File: src/logic/adpcm_mix_pkg.sv
`default_nettype none

// constants shared by the mixer blocks and the testbench
package adpcm_mix_pkg;

    localparam int num_ch     = 6;   // channel slots per frame
    localparam int ch_w       = 3;   // slot / channel index width
    localparam int pcm_w      = 16;  // sample and output width
    localparam int acc_w      = 18;  // frame sum and interpolator width
    localparam int cen_div    = 8;   // clocks per slot enable
    localparam int step_shift = 7;   // weighted difference scaled down by 128

    // sequencer state codes
    localparam logic [1:0] st_idle = 2'd0;
    localparam logic [1:0] st_run  = 2'd1;
    localparam logic [1:0] st_stop = 2'd2;  // run dropped, finishing the frame

endpackage

`default_nettype wire

File: src/logic/mix_cen_timer.sv
`timescale 1ns/10ps
`default_nettype none

// slot clock enable, one pulse every cen_div clocks while the sequencer runs
module mix_cen_timer (
    input  wire  clk,
    input  wire  rst_n,
    input  wire  active,  // sequencer in run or stopping
    output logic cen      // slot enable, one clock wide
);

    logic [$clog2(adpcm_mix_pkg::cen_div)-1:0] cnt;
    logic                                      term;  // terminal count reached

    assign term = int'(cnt) == adpcm_mix_pkg::cen_div - 1;

    always_ff @(posedge clk or negedge rst_n) begin
        if (!rst_n) begin
            cnt <= '0;
        end else if (!active) begin
            cnt <= '0;                 // held so first cen is cen_div clocks out
        end else if (term) begin
            cnt <= '0;                 // wrap
        end else begin
            cnt <= cnt + 1'b1;
        end
    end

    // high in the last count cycle only
    assign cen = active & term;

endmodule

`default_nettype wire

File: src/logic/mix_slot_seq.sv
`timescale 1ns/10ps
`default_nettype none

// walks the six slots, one per cen
// a stop request always lets the current frame run out
module mix_slot_seq (
    input  wire                                clk,
    input  wire                                rst_n,
    input  wire                                run,     // host run level
    input  wire                                cen,     // slot enable
    output logic [adpcm_mix_pkg::ch_w-1:0]     cur_ch,  // slot being summed
    output logic                               active,  // to the timer
    output logic                               busy     // to the host
);

    logic [1:0] state;
    logic       last_slot;  // slot 5, frame closes on this cen

    assign last_slot = int'(cur_ch) == adpcm_mix_pkg::num_ch - 1;

    always_ff @(posedge clk or negedge rst_n) begin
        if (!rst_n) begin
            state  <= adpcm_mix_pkg::st_idle;
            cur_ch <= '0;
        end else begin
            case (state)
                adpcm_mix_pkg::st_idle: begin
                    if (run) begin
                        state  <= adpcm_mix_pkg::st_run;
                        cur_ch <= '0;              // frame starts at slot 0
                    end
                end
                adpcm_mix_pkg::st_run: begin
                    if (cen) begin
                        cur_ch <= last_slot ? '0 : cur_ch + 1'b1;
                    end
                    if (!run) begin
                        state <= adpcm_mix_pkg::st_stop;  // finish frame first
                    end
                end
                adpcm_mix_pkg::st_stop: begin
                    if (cen) begin
                        cur_ch <= last_slot ? '0 : cur_ch + 1'b1;
                        if (last_slot) begin
                            state <= adpcm_mix_pkg::st_idle;  // whole frame done
                        end
                    end
                end
                default: begin
                    state  <= adpcm_mix_pkg::st_idle;  // unused code, recover
                    cur_ch <= '0;
                end
            endcase
        end
    end

    assign active = state != adpcm_mix_pkg::st_idle;
    assign busy   = active;  // host sees the same window as the timer

endmodule

`default_nettype wire

File: src/logic/mix_sample_bank.sv
`timescale 1ns/10ps
`default_nettype none

// per channel sample registers, host written, read out by slot
module mix_sample_bank (
    input  wire                                        clk,
    input  wire                                        rst_n,
    input  wire                                        wr_en,     // write strobe
    input  wire        [adpcm_mix_pkg::ch_w-1:0]       wr_ch,     // target channel
    input  wire signed [adpcm_mix_pkg::pcm_w-1:0]      wr_data,   // new sample
    input  wire        [adpcm_mix_pkg::num_ch-1:0]     ch_en,     // channel mask
    input  wire        [adpcm_mix_pkg::ch_w-1:0]       cur_ch,    // slot from sequencer
    output logic signed [adpcm_mix_pkg::pcm_w-1:0]     slot_pcm   // masked sample
);

    logic signed [adpcm_mix_pkg::pcm_w-1:0] regs [adpcm_mix_pkg::num_ch];

    // channel 6 and 7 match no register, so those writes drop out
    always_ff @(posedge clk or negedge rst_n) begin
        if (!rst_n) begin
            for (int i = 0; i < adpcm_mix_pkg::num_ch; i++) begin
                regs[i] <= '0;
            end
        end else begin
            for (int i = 0; i < adpcm_mix_pkg::num_ch; i++) begin
                if (wr_en && int'(wr_ch) == i) begin
                    regs[i] <= wr_data;
                end
            end
        end
    end

    // disabled channel reads as silence
    always_comb begin
        if (int'(cur_ch) < adpcm_mix_pkg::num_ch && ch_en[cur_ch]) begin
            slot_pcm = regs[cur_ch];
        end else begin
            slot_pcm = '0;
        end
    end

endmodule

`default_nettype wire

File: src/logic/mix_frame_acc.sv
`timescale 1ns/10ps
`default_nettype none

// sums one frame of six slots, then interpolates linearly between
// frame sums to give three output values per frame
module mix_frame_acc (
    input  wire                                        clk,
    input  wire                                        rst_n,
    input  wire                                        cen,        // slot enable
    input  wire        [adpcm_mix_pkg::ch_w-1:0]       cur_ch,     // slot number
    input  wire signed [adpcm_mix_pkg::pcm_w-1:0]      slot_pcm,   // masked sample
    output logic signed [adpcm_mix_pkg::pcm_w-1:0]     pcm_out,    // saturated output
    output logic                                       pcm_valid   // one clock after cen
);

    logic signed [adpcm_mix_pkg::acc_w-1:0]   slot_x;    // sample sign extended
    logic signed [adpcm_mix_pkg::acc_w-1:0]   acc;       // running frame sum
    logic signed [adpcm_mix_pkg::acc_w-1:0]   last;      // previous frame sum
    logic signed [adpcm_mix_pkg::acc_w-1:0]   step;      // interpolation increment
    logic signed [adpcm_mix_pkg::acc_w-1:0]   pcm_full;  // unsaturated output
    logic signed [adpcm_mix_pkg::acc_w-1:0]   diff;
    logic signed [adpcm_mix_pkg::acc_w+5:0]   diff_x;    // room for x43
    logic signed [adpcm_mix_pkg::acc_w+5:0]   prod;
    logic signed [adpcm_mix_pkg::acc_w+5:0]   prod_sh;
    logic signed [adpcm_mix_pkg::acc_w-1:0]   step_nx;
    logic        [adpcm_mix_pkg::acc_w-adpcm_mix_pkg::pcm_w:0] top;  // bits above 15 plus sign
    logic                                     ovf;

    assign slot_x = slot_pcm;  // signed widen

    // step = diff * 43/128, about a third of the frame difference
    always_comb begin
        diff    = acc - last;
        diff_x  = diff;
        prod    = (diff_x <<< 5)   // 32
                + (diff_x <<< 3)   // 8
                + (diff_x <<< 1)   // 2
                + diff_x;          // 1
        prod_sh = prod >>> adpcm_mix_pkg::step_shift;
        step_nx = prod_sh[adpcm_mix_pkg::acc_w-1:0];  // fits, sign kept
    end

    // overflow when the top bits disagree
    assign top = pcm_full[adpcm_mix_pkg::acc_w-1:adpcm_mix_pkg::pcm_w-1];
    assign ovf = |top & ~&top;

    always_ff @(posedge clk or negedge rst_n) begin
        if (!rst_n) begin
            acc      <= '0;
            last     <= '0;
            step     <= '0;
            pcm_full <= '0;
            pcm_out  <= '0;
        end else if (cen) begin
            if (cur_ch == 3'd0) begin
                acc      <= slot_x;     // new frame
                last     <= acc;        // completed frame sum
                step     <= step_nx;
                pcm_full <= last;       // interpolation restarts at old sum
            end else begin
                acc <= acc + slot_x;
                if (cur_ch == 3'd2 || cur_ch == 3'd4) begin
                    pcm_full <= pcm_full + step;
                end
            end
            if (ovf) begin
                pcm_out <= pcm_full[adpcm_mix_pkg::acc_w-1]
                         ? {1'b1, {(adpcm_mix_pkg::pcm_w-1){1'b0}}}   // clip low
                         : {1'b0, {(adpcm_mix_pkg::pcm_w-1){1'b1}}};  // clip high
            end else begin
                pcm_out <= pcm_full[adpcm_mix_pkg::pcm_w-1:0];
            end
        end
    end

    // odd slots carry fresh values, three per frame
    always_ff @(posedge clk or negedge rst_n) begin
        if (!rst_n) begin
            pcm_valid <= 1'b0;
        end else begin
            pcm_valid <= cen & cur_ch[0];
        end
    end

endmodule

`default_nettype wire

File: src/logic/adpcm_mix_top.sv
`timescale 1ns/10ps
`default_nettype none

// six voice PCM mixer: sequencer, slot timer, sample bank, accumulator
module adpcm_mix_top (
    input  wire                                        clk,
    input  wire                                        rst_n,
    input  wire                                        wr_en,    // host write strobe
    input  wire        [adpcm_mix_pkg::ch_w-1:0]       wr_ch,
    input  wire signed [adpcm_mix_pkg::pcm_w-1:0]      wr_data,
    input  wire        [adpcm_mix_pkg::num_ch-1:0]     ch_en,    // channel mask
    input  wire                                        run,      // start / stop level
    output logic signed [adpcm_mix_pkg::pcm_w-1:0]     pcm_out,
    output logic                                       pcm_valid,
    output logic                                       busy
);

    logic                                   active;    // seq to timer
    logic                                   cen;       // timer to seq and acc
    logic        [adpcm_mix_pkg::ch_w-1:0]  cur_ch;    // seq to bank and acc
    logic signed [adpcm_mix_pkg::pcm_w-1:0] slot_pcm;  // bank to acc

    mix_cen_timer i_timer (
        .clk    (clk),
        .rst_n  (rst_n),
        .active (active),
        .cen    (cen)
    );

    mix_slot_seq i_seq (
        .clk    (clk),
        .rst_n  (rst_n),
        .run    (run),
        .cen    (cen),
        .cur_ch (cur_ch),
        .active (active),
        .busy   (busy)
    );

    mix_sample_bank i_bank (
        .clk      (clk),
        .rst_n    (rst_n),
        .wr_en    (wr_en),
        .wr_ch    (wr_ch),
        .wr_data  (wr_data),
        .ch_en    (ch_en),
        .cur_ch   (cur_ch),
        .slot_pcm (slot_pcm)
    );

    mix_frame_acc i_acc (
        .clk       (clk),
        .rst_n     (rst_n),
        .cen       (cen),
        .cur_ch    (cur_ch),
        .slot_pcm  (slot_pcm),
        .pcm_out   (pcm_out),
        .pcm_valid (pcm_valid)
    );

endmodule

`default_nettype wire

File: config.mk
export PLATFORM = sky130hd
export DESIGN_NAME = adpcm_mix_top
export DESIGN_NICKNAME = d
export VERILOG_FILES = /design/src/logic/adpcm_mix_pkg.sv /design/src/logic/mix_cen_timer.sv /design/src/logic/mix_slot_seq.sv /design/src/logic/mix_sample_bank.sv /design/src/logic/mix_frame_acc.sv /design/src/logic/adpcm_mix_top.sv
export SDC_FILE = /design/constraint.sdc
export NUM_CORES = 1
export LEC_CHECK = 0
export BUFFER_PORTS_ARGS = -buffer_cell sky130_fd_sc_hd__buf_4
export CAP_MARGIN = 10
export CELL_PAD_IN_SITES_DETAIL_PLACEMENT = 0
export CELL_PAD_IN_SITES_GLOBAL_PLACEMENT = 1
export CORE_ASPECT_RATIO = 0.75
export CORE_MARGIN = 4
export CORE_UTILIZATION = 45
export CTS_CLUSTER_DIAMETER = 40
export CTS_CLUSTER_SIZE = 8
export DETAILED_ROUTE_END_ITERATION = 10
export GPL_TIMING_DRIVEN = 0
export MAX_ROUTING_LAYER = met4
export PLACE_DENSITY_LB_ADDON = 0.12
export SLEW_MARGIN = 15
export SYNTH_ARGS = -nofsm -noshare
export SYNTH_HDL_FRONTEND = slang
export SYNTH_HIERARCHICAL = 1
export SYNTH_SLANG_ARGS = --single-unit
export TNS_END_PERCENT = 50
File: constraint.sdc
create_clock -name clk -period 5.4 [get_ports clk]
set_input_delay 0 -clock clk [delete_from_list [all_inputs] [get_ports clk]]
set_output_delay 0 -clock clk [all_outputs]
set_load 0.01 [all_outputs]
### Word level (Yosys, flattened, before mapping)

Cells that the tools add are included.

| operators by class | value |
|---|---|
| add/subtract/negate cells | 8 |
| reduce and logical (&&, ||, !) cells | 21 |
| eq/ne operators | 16 |
| bitwise logic cells | 4 |
| $lt $le $gt $ge | 3 |
| muxes and demuxes | 22 |

Operators by type and width:

| operator | number |
|---|---|
| 2-to-1 mux 16 bit | 5 |
| 2-to-1 mux 18 bit | 3 |
| binary-select mux 16 bit (select 3 bit) | 1 |
| adder 23 x 21 -> 24 bit | 1 |
| adder 24 x 18 -> 24 bit | 1 |
| adder 24 x 19 -> 24 bit | 1 |
| adder 18 x 16 -> 18 bit | 1 |
| adder 18 x 17 -> 18 bit | 1 |
| equality test 3 bit (second input constant) | 6 |
| subtractor 18 bit | 1 |
| 2-to-1 mux 3 bit | 5 |
| 2-to-1 mux 2 bit | 4 |
| logical AND 1 bit | 7 |
| adder 3 x 1 -> 3 bit (second input constant) | 2 |
| equality test 3 x 2 -> 1 bit (second input constant) | 2 |
| zero test 3 bit | 2 |
| inequality test 2 x 1 -> 1 bit (second input constant) | 3 |
| case mux 2 bit (3 select lines) | 1 |
| case mux 3 bit (2 select lines) | 1 |
| AND reduction 2 bit | 3 |
| greater-or-equal comparator 4 bit (second input constant) | 1 |
| less-than comparator 3 x 4 -> 1 bit (second input constant) | 1 |
| inequality test 2 bit (second input constant) | 2 |
| inverter 3 -> 4 bit | 1 |
| other kinds (15) | 18 |

| word-level totals | value |
|---|---|
| bits in registers | 192 |

### Logic depth before layout (Yosys ltp)

Gate-level depths: netlist of the first run.

| logic depth | value |
|---|---|
| word-level depth | 7 |
| gate-level depth with buffers | 25 |

### Hierarchy

Netlist of the first run, hierarchy kept.

Modules (own cells, without submodules):

| module | sequential area each (um^2) | cells each | instances | area each (um^2) |
|---|---|---|---|---|
| mix_frame_acc | 2202.1 | 972 | 1 | 7881.3 |
| mix_sample_bank | 2402.3 | 288 | 1 | 4518.1 |
| mix_slot_seq | 125.1 | 38 | 1 | 366.6 |
| mix_cen_timer | 75.1 | 9 | 1 | 135.1 |

### Worst setup path before layout of the first run

OpenSTA, ideal clock, no wires.

| path | value |
|---|---|
| path kind | register -> register |
| start point | reg i_acc/acc[0] (netlist name) |
| end point | reg i_acc/step[15] (netlist name) |
| library setup time | 0.126 ns |
| stages on the path, launching flop included | 26 |
| required time | 5.274 ns |
| arrival | 5.061 ns |
| path slack | 0.213 ns |
| clock period less this slack | 5.187 ns |
| cells stage by stage | dfrtp_1 > inv_1 > ha_1 > fa_1 > nor2b_1 > o21ai_1 > a21boi_1 > o21ai_2 > o21bai_1 > a21oi_2 > o211ai_2 > mux2_1 > or2_1 > ha_1 > inv_1 > fa_1 > inv_1 > ha_1 > o21ai_0 > nand2b_1 > a21o_1 > a31oi_1 > o21ai_2 > a41o_1 > a211oi_1 > o21ai_1 |

| between the ends | value |
|---|---|
| longest elaborated chain between the ends | 4 |

Ends and longest elaborated chain:

| item | line | RTL |
|---|---|---|
| from (decl) | mix_frame_acc.sv:17 | `logic signed [adpcm_mix_pkg::acc_w-1:0] acc;` |
| from (signal assigned) | mix_frame_acc.sv:56 | `acc <= slot_x;` |
| from (signal assigned) | mix_frame_acc.sv:61 | `acc <= acc + slot_x;` |
| subtractor 18 bit (*) | mix_frame_acc.sv:33 | `diff = acc - last;` |
| adder 23 x 21 -> 24 bit | mix_frame_acc.sv:36 | `+ (diff_x <<< 3)` |
| adder 24 x 19 -> 24 bit | mix_frame_acc.sv:37 | `+ (diff_x <<< 1)` |
| adder 24 x 18 -> 24 bit (*) | mix_frame_acc.sv:38 | `+ diff_x;` |
| to (signal assigned) | mix_frame_acc.sv:58 | `step <= step_nx;` |
| to (decl) | mix_frame_acc.sv:19 | `logic signed [adpcm_mix_pkg::acc_w-1:0] step;` |

Every way passes the cells marked *; elsewhere a longest branch is shown, timed or not.
A chain may end at the register's enable or synchronous reset.

### Worst setup path in the final report of the first run

| path | value |
|---|---|
| start point | reg i_acc/acc[7] (netlist name) |
| end point | reg i_acc/step[15] (netlist name) |

Same word-level chain as after synthesis.

==> flow_summary.ini, run 1 <==
[routing]
drtAntennaViolNets = 0
vias = 9814
dr.pass1.iters = 6
drc_errors = 0
via_per_inst = 5.401
postRouteWirelength_mm = 33.28
first_iter_violations = 606
post_drt_wl_per_cell_um = 18.32

[yosys]
synthesis.nets = 1448
ys_types = 91
async_flop_share = 1.000
synth_xor_area_frac = 0.03588
syn-cell-area_um2 = 12900
ys_warn_count = 6
synth-simple-area-share = 0.1272
yosysSeqAreaShare = 0.3724
ys_ff_latch = 192
synth_common_cells = 192 x dfrtp_1, 135 x inv_1, 131 x nand2_1
synthAdderAreaFrac = 0.1226
synth_top_cell_area_share = 0.3724
synth_cells = 1307
synth_area_leader_cell = dfrtp_1
synth.area.top_cells = dfrtp_1 37%, ha_1 8.5%, mux2_2 6.2%, inv_1 3.9%, nand2_1 3.8%
yosysMostFrequentCell = dfrtp_1
synth_mux_area_frac = 0.1390
syn_area_per_cell_um2 = 9.871
synth_top_family_by_area = compound AO/OA/AOI/OAI gates
synth_compound_area_frac = 0.1402
ys.flop_type = dfrtp_1
synth_edf_count = 0

[timing]
final_min_period_over_clock_period = 0.9577
hold_ws_ns = 0.1108
worst_slew_pin_slew_ns = 0.7804
final-setup-viol-count = 0
timing.fmax_ghz = 0.1934
clock_skew_ns = 0.01033
max_slew_margin = 0.4797
final_max_slew_viol_count = 0
rsz0062_at_grt = no
fin_crit_ns = 5.172
hold_violations = 0

[final_layout]
post-route-util = 0.5368
nFillCells = 2603
final_layout_size_suffix_gt1_frac = 0.2074
diodes = 0
nets = 1560
syn_to_final_growth_pct = 16.98

[die]
rows = 53
die-area_um2 = 31470
coreArea_um2 = 28120
die_w_um = 203.5
initial_core_util = 0.4588
pin_count = 47
fp.dieH_um = 154.6

[cts]
cts_tree = yes
cts_buffers = 17
path_clk_slew_ns = 0.08
htreeDepth = 4
root_buffer = clkbuf_16
clock-sinks = 192
insertion_delay_ns = 0.45
cts_max_path_buffers = 2

[worst_hold_path]
worstHoldPathCells = 3
min_path_type = input pin to flip-flop

[global_route]
antenna_found_initial = 0
grt_max_degree = 88
grt_pass1_wl_mm = 54.65
grt_pass1_vias = 9736
grt_use_total = 0.2259
grt_overflow = 0

[setup_path]
end_kind = flip-flop
crit_type = flip-flop to flip-flop
r2r_cells = 23
critPathRequiredTime_ns = 5.73
start_kind = flip-flop
crit_arrival_ns = 5.51
cp_max_fo = 4

[status]
status = completed

[placement]
port_buffers = 44
place.gp.congestion = 0.8533
dp_hpwl_mm = 25.10

[flow_run]
drv_cap = 0
==> cell type report <==
cell class                      count  area [um^2]  share of cell area
Buffer                             54        297.8             0.01973
Clock buffer                       19        442.9             0.02935
Clock inverter                     13        170.2             0.01128
Inverter                          136        510.5             0.03383
Multi-Input combinational cell    925         7572              0.5017
Sequential cell                   192         4807              0.3185
Tap cell                          385        481.7             0.03192
Timing Repair Buffer               93        809.5             0.05364
==> layout by cell type, fill, tap and decap left out, types with 9 or more instances in the layout <==
cell / Yosys / layout
nand2_1: 131 / 130
mux2_2: 71 / 71
nor2b_1: 14 / 13
a21o_1: 10 / 10
a31oi_1: 11 / 9
nor2_1: 87 / 83
fa_1: 24 / 23
buf_4: 5 / 70
ha_1: 88 / 81
dfrtp_1: 192 / 190
nand3_1: 20 / 20
clkbuf_16: 0 / 17
dlygate4sd3_1: 0 / 24
mux2_1: 22 / 21
mux2i_1: 22 / 22
xnor2_1: 32 / 28
o21ai_1: 15 / 16
mux4_2: 16 / 16
o22ai_1: 17 / 17
clkbuf_1: 26 / 27
a21oi_1: 70 / 68
o211ai_1: 19 / 19
o21ai_0: 78 / 74
mux2_4: 11 / 12
nor3_1: 22 / 20
inv_1: 135 / 130
xor2_1: 19 / 17
==> cell families (layout without fill, tap and decap cells) <==
| group | after synthesis | count (layout) |
|---|---|---|
| AOI/OAI and AO/OA | 283 | 283 |
| buffers and inverters | 190 | 315 |
| xor gates and xnor gates | 52 | 52 |
| and+or+nand+nor | 336 | 336 |
| DFF | 192 | 192 |
| adders and majority gates | 112 | 112 |
| muxes | 142 | 142 |
==> final timing paths <==
kind	endpoint	slack (ns)	startpoint
hold / removal	i_bank/regs[80]	0.11	wr_en
max in group asynchronous	i_acc/acc[7]	3.76	rst_n
setup / recovery	i_acc/step[15]	0.23	i_acc/acc[7]
min in group asynchronous	i_acc/pcm_valid	0.54	rst_n
setup reg to reg	i_acc/step[15]	0.23	i_acc/acc[7]
hold reg to reg	i_timer/cnt[0]	0.46	i_timer/cnt[0]
==> critical path: stages, from the launching register on <==
cell      delay, ns
dfrtp_2        0.45
ha_4           0.25
a2111o_1       0.47
o21ai_4        0.20
o21bai_1       0.10
a21oi_2        0.31
o211ai_2       0.17
buf_4          0.16
a2111o_1       0.36
buf_6          0.16
xnor2_4        0.14
ha_4           0.26
inv_1          0.05
fa_1           0.55
inv_2          0.05
ha_4           0.22
o21ai_4        0.07
nand2b_1       0.08
a21o_1         0.22
a31oi_4        0.20
o21ai_4        0.10
a41o_1         0.22
a211oi_2       0.19
o21ai_1        0.07
==> registers in the layout, summed over array words and instances (netlist names) <==
signal / flops
i_bank/regs: 96
i_acc/acc: 18
i_acc/last: 18
i_acc/pcm_full: 18
i_acc/step: 17
i_acc/pcm_out: 16
i_seq/cur_ch: 3
i_timer/cnt: 3
i_seq/state: 2
i_acc/pcm_valid: 1
==> repair_timing <==
item                       in CTS  in global routing
pin swaps                      14                 27
hold endpoints to repair      220                  0
buffers inserted               12                 10
resized for setup              16                 41
setup endpoints to repair      10                 11
hold buffers                   24                  0
==> routing by layer <==
layer	share of wire	routed length (um)	global-route usage	vias up
li1	-	-	-	4794
met1	0.53	17790	0.3536	4812
met2	0.41	13620	0.3082	189
met3	0.048	1603	0.03961	19
met4	0.0078	261	0.04077	0
met5	0	0	-	-
==> stage by stage <==
step                setup slack, ns  cell area (um^2)  cells  setup TNS [ns]
floorplan                    0.2135             12900   1307               0
global placement            -0.4501             13710   1736          -2.396
detailed placement          -0.4618             13790   1739          -2.506
CTS                         0.03118             14810   1807               0
global route               0.001126             15090   1817               0
finish                       0.2285             15090   1817               0
Power of run 1 is not shown: default switching activity piles up to over one toggle a cycle in this logic, so the estimate is an artifact.
==> inputs of run 2 (changes only) <==
Settings changed: PLACE_DENSITY set to 0.84, PLACE_DENSITY_LB_ADDON 0.12 to not set.
==> flow_summary.ini, run 2 (same netlist as run 1, synthesis figures left out) <==
[global_route]
antenna_found_initial = 0
grt_pass1_wl_mm = 52.36
grt_use_total = 0.2160
met2_usage = 0.2979
use_met3 = 0.03836
top_usage_layer = met1
use_met1 = 0.3314
grt_pass1_vias = 9613
grt_max_degree = 105
grt_overflow = 0

[final_layout]
largest_reg_flops = 96
final_cell_mix = 190 x dfrtp_1, 132 x inv_1, 131 x nand2_1, 86 x nor2_1, 83 x ha_1
final_layout_size_suffix_gt1_frac = 0.2006
fin_area_um2 = 14930
largest_register = i_bank/regs
layout_commonest_cell = dfrtp_1
diodes = 0
syn_to_final_growth_pct = 15.73
nets = 1554

[routing]
postRouteWirelength_mm = 32.58
via_per_inst = 5.463
dr.pass1.iters = 5
drtAntennaViolNets = 0
first_iter_violations = 665
post_drt_wl_per_cell_um = 17.99
vias = 9894
drc_errors = 0

[worst_hold_path]
min_path_type = input pin to flip-flop
holdPathEnd = i_bank/regs[84]
min_from = wr_en
worstHoldPathCells = 3

[die]
rows = 53
initial_core_util = 0.4588
die-area_um2 = 31470
coreArea_um2 = 28120
pin_count = 47
fp.dieH_um = 154.6
die_w_um = 203.5

[setup_path]
crit_family = compound AO/OA/AOI/OAI gates
path_depth = 23
end_kind = flip-flop
cp_slowest_cell = fa_1
path_cells = ha_4 -> a2111o_1 -> o21ai_2 -> o21bai_1 -> a21oi_2 -> o211ai_2 -> buf_4 -> a2111o_1 -> buf_4 -> xnor2_1 -> ha_1 -> inv_1 -> fa_1 -> inv_1 -> ha_4 -> o21ai_2 -> nand2b_1 -> a21o_1 -> a31oi_4 -> o21ai_4 -> a41o_1 -> a211oi_2 -> o21ai_1
critPathRequiredTime_ns = 5.73
cp_max_fo = 4
start_kind = flip-flop
r2r-start = i_acc/acc[7]
r2r_cells = 23
slowest_delay_ns = 0.50
crit_arrival_ns = 5.52
crit_type = flip-flop to flip-flop
path_buf_inv = 4
r2r_setup_slack_ns = 0.21
r2r_end = i_acc/step[15]

[cts]
path_clk_slew_ns = 0.08
root_buffer = clkbuf_16
cts_max_path_buffers = 2
clock-sinks = 192
insertion_delay_ns = 0.45
cts_buffers = 17
cts_tree = yes
htreeDepth = 4

[timing]
timing.fmax_ghz = 0.1925
final_min_period_over_clock_period = 0.9619
worst_slew_pin_slew_ns = 0.8392
final-setup-viol-count = 0
fin_ws_ns = 0.2059
max_slew_margin = 0.4375
fin_crit_ns = 5.194
clock_skew_ns = 0.01119
hold_violations = 0
final_max_slew_viol_count = 0

[placement]
dp_hpwl_mm = 24.02
place.gp.congestion = 0.9003
port_buffers = 44
postPlaceCellArea_um2 = 13750
post-place-ws_ns = -0.4489

[status]
status = completed

[flow_run]
drv_cap = 0
[run 2: cell types whose count changed in the layout (fill, tap and decap cells not counted), sizes merged]
cell / previous run / this run
dlygate4sd3: 24 / 23
clkinv: 5 / 6
clkinvlp: 0 / 2
buf: 96 / 91
clkbuf: 46 / 45
bufinv: 3 / 1
[run 2: metrics by stage]
step | instances | hold slack (ns) | setup TNS, ns | utilization
3_3_place_gp | 1736 | 0.2645 | -1.241 | 0.4877
2_1_floorplan | 1307 | -0.2956 | 0 | -
5_1_grt | 1811 | 0.1027 | -0.02251 | 0.5310
6_report | 1811 | 0.1214 | 0 | 0.5310
3_5_place_dp | 1737 | 0.07870 | -1.968 | 0.4891
4_1_cts | 1799 | 0.09969 | 0 | 0.5222
[run 2: worst max path at each step]
stage	slack (ns)	startpoint	to
finish	0.21	i_acc/acc[7]	i_acc/step[15]
global route	-0.02	i_acc/acc[1]	i_acc/step[15]
CTS	0.02	i_acc/acc[0]	i_acc/step[15]
detailed placement	-0.45	i_acc/acc[0]	i_acc/step[15]
global placement	-0.35	i_acc/acc[0]	i_acc/step[15]
floorplan	0.21	i_acc/acc[0]	i_acc/step[15]
[run 2: layout make-up]
class	count	area, um^2
Tap cell	385	481.7
Sequential cell	192	4807
Buffer	54	297.8
Inverter	136	510.5
Clock inverter	14	152.6
Fill cell	2528	13190
Multi-Input combinational cell	925	7503
Timing Repair Buffer	87	738.2
Clock buffer	18	439.2
[run 2: metal layers]
metal	up-vias	part of all wire
li1	4764	-
met1	4887	0.52
met2	210	0.42
met3	33	0.047
met4	0	0.012
met5	-	0
[run 2: worst reg2reg max path, cell delays in order, from the launching register on]
cell and delay [ns]:
dfrtp_2 0.45, ha_4 0.27, a2111o_1 0.47, o21ai_2 0.19, o21bai_1 0.10, a21oi_2 0.30, o211ai_2 0.17, buf_4 0.16
a2111o_1 0.33, buf_4 0.16, xnor2_1 0.12, ha_1 0.27, inv_1 0.05, fa_1 0.50, inv_1 0.07, ha_4 0.25
o21ai_2 0.07, nand2b_1 0.08, a21o_1 0.22, a31oi_4 0.20, o21ai_4 0.10, a41o_1 0.27, a211oi_2 0.19, o21ai_1 0.09
[run 2: what timing repair did]
action,CTS,global route
resized for setup,12,31
endpoints found under the setup margin,10,10
buffers inserted,7,12
hold buffers,23,0
pin swaps,8,18
endpoints found under the hold margin,188,0
Power of run 2 is left out for the same reason.
==> inputs of run 3 (changes only) <==
Settings changed: ABC_AREA set to 1, CORE_MARGIN 4 to 2, CORE_UTILIZATION 45 to 42.
==> flow_summary.ini, run 3 <==
[die]
rows = 57
initial_core_util = 0.4232
die-area_um2 = 33880
die_w_um = 211.9
coreArea_um2 = 32160
pin_count = 47
fp.dieH_um = 159.9

[cts]
cts_buffers = 17
path_clk_slew_ns = 0.08
cts_tree = yes
insertion_delay_ns = 0.44
post_cts_buffers = 0
cts_max_path_buffers = 2
clock-sinks = 192
htreeDepth = 4
root_buffer = clkbuf_16

[final_layout]
nets = 2170
syn_to_final_growth_pct = 13.21
final_layout_size_suffix_gt1_frac = 0.06611
final_cell_mix = 653 x nand2_1, 238 x inv_1, 192 x dfrtp_1, 189 x o21ai_0, 141 x nor2_1
diodes = 0
largest_reg_flops = 96
nFillCells = 3254
layout_commonest_cell = nand2_1
largest_register = i_bank/regs
fin_area_um2 = 15410

[global_route]
grt_use_total = 0.2548
antenna_found_initial = 0
grt_pass1_vias = 12187
grt_max_degree = 100
grt_pass1_wl_mm = 65.45
grt_overflow = 0

[setup_path]
cp_slowest_cell = fa_1
crit_arrival_ns = 5.27
slowest_delay_ns = 0.55
end_kind = flip-flop
setup.worst_path.start = i_acc/acc[9]
r2r-start = i_acc/acc[9]
crit_type = flip-flop to flip-flop
cp_max_fo = 5
path_cells = ha_1 -> inv_1 -> o21bai_1 -> a21boi_0 -> nand3_1 -> a21oi_2 -> xor2_2 -> fa_1 -> fa_1 -> inv_1 -> ha_1 -> nand2_1 -> nor2_1 -> and2_1 -> nand2_1 -> inv_1 -> nand2_1 -> nand3_1 -> inv_1 -> nand3_1 -> nand3_1 -> nand2_1
critPathRequiredTime_ns = 5.73
start_kind = flip-flop

[routing]
post_drt_wl_per_cell_um = 16.34
dr.pass1.iters = 5
vias = 12882
first_iter_violations = 1273
drtAntennaViolNets = 0
via_per_inst = 5.186
postRouteWirelength_mm = 40.60
drc_errors = 0

[yosys]
ys.flop_type = dfrtp_1
synth_area_leader_cell = dfrtp_1
yosysSeqAreaShare = 0.3530
synthesis.nets = 2079
synth.area.top_cells = dfrtp_1 35%, nand2_1 18%, ha_1 8.1%, o21ai_0 6.9%, inv_1 6.6%
synth_top_cell_area_share = 0.3530
ys_warn_count = 6
ys_types = 43
syn_area_per_cell_um2 = 7.024
yosysMostFrequentCell = nand2_1
syn-cell-area_um2 = 13610
synth_edf_count = 0
ys_ff_latch = 192
synth_common_cells = 653 x nand2_1, 238 x inv_1, 192 x dfrtp_1
async_flop_share = 1.000
synth_cells = 1938

[worst_hold_path]
min_from = wr_en
min_path_type = input pin to flip-flop

[timing]
max_slew_margin = 0.4364
clock_skew_ns = 0.01324
worst_slew_pin_slew_ns = 0.8454
timing.fmax_ghz = 0.2022
final_max_slew_viol_count = 0
fin_crit_ns = 4.945
rsz0062_at_grt = no
hold_violations = 0
tns_ns = 0
final_min_period_over_clock_period = 0.9157
final-setup-viol-count = 0

[placement]
postPlaceCellArea_um2 = 14570
place.gp.congestion = 0.9492
port_buffers = 46
dp_hpwl_mm = 31.68

[status]
status = completed

[flow_run]
drv_cap = 0
run 3: cell families (layout without fill, tap and decap cells):
group	after synthesis	count (layout)	synth area share
AOI/OAI and AO/OA	315	315	0.1227
adders and majority gates	112	112	0.1162
and+or+nand+nor	982	982	0.2938
DFF	192	192	0.3530
buffers and inverters	301	405	0.09063
xor gates and xnor gates	36	36	0.02372
run 3: critical path: cells and delay by family, from the launching register on:
kind | cells | cell delay, ns
AOI/OAI and AO/OA | 3 | 0.75
xor gates and xnor gates | 1 | 0.29
adders and majority gates | 4 | 1.81
buffers and inverters | 4 | 0.33
DFF | 1 | 0.47
and+or+nand+nor | 10 | 1.17
run 3: metal layers:
metal / GRT usage / part of all wire
met3: 0.04700 / 0.085
met1: 0.4068 / 0.52
met5: - / 0
met4: 0.04417 / 0.0088
met2: 0.3306 / 0.38
run 3: layout make-up:
class                           instances  area, um^2  share of cell area
Tap cell                              442       553.0             0.03589
Clock inverter                         12       117.6            0.007632
Multi-Input combinational cell       1445        7596              0.4929
Timing Repair Buffer                   72       648.1             0.04206
Inverter                              240       908.4             0.05895
Sequential cell                       192        4805              0.3118
Clock buffer                           20       456.7             0.02964
Buffer                                 61       325.3             0.02111
run 3: per-stage QoR:
step / worst slack (ns) / instances / utilization / hold slack, ns
CTS: 0.3344 / 2484 / 0.4784 / 0.05226
finish: 0.4551 / 2484 / 0.4791 / 0.08447
global placement: 0.4438 / 2426 / 0.4511 / 0.3490
global route: 0.07251 / 2484 / 0.4791 / 0.1023
detailed placement: 0.3750 / 2428 / 0.4531 / -0.2147
floorplan: 1.226 / 1938 / - / -0.2956
run 3: final timing paths:
kind,depth (start not counted),to,slack [ns]
worst min-delay path,6,i_bank/regs[80],0.08
max in group asynchronous,4,i_acc/pcm_out[4],4.37
worst max register to register,22,i_acc/step[16],0.46
min in group asynchronous,3,i_bank/regs[92],0.17
worst max-delay path,22,i_acc/step[16],0.46
worst min register to register,2,i_acc/pcm_out[12],0.48
run 3: what timing repair did:
item / CTS / global route
hold endpoints to repair: 198 / 0
resized for setup: 0 / 4
endpoints found under the setup margin: 0 / 3
hold buffers: 24 / 0
Power of run 3 is left out for the same reason.
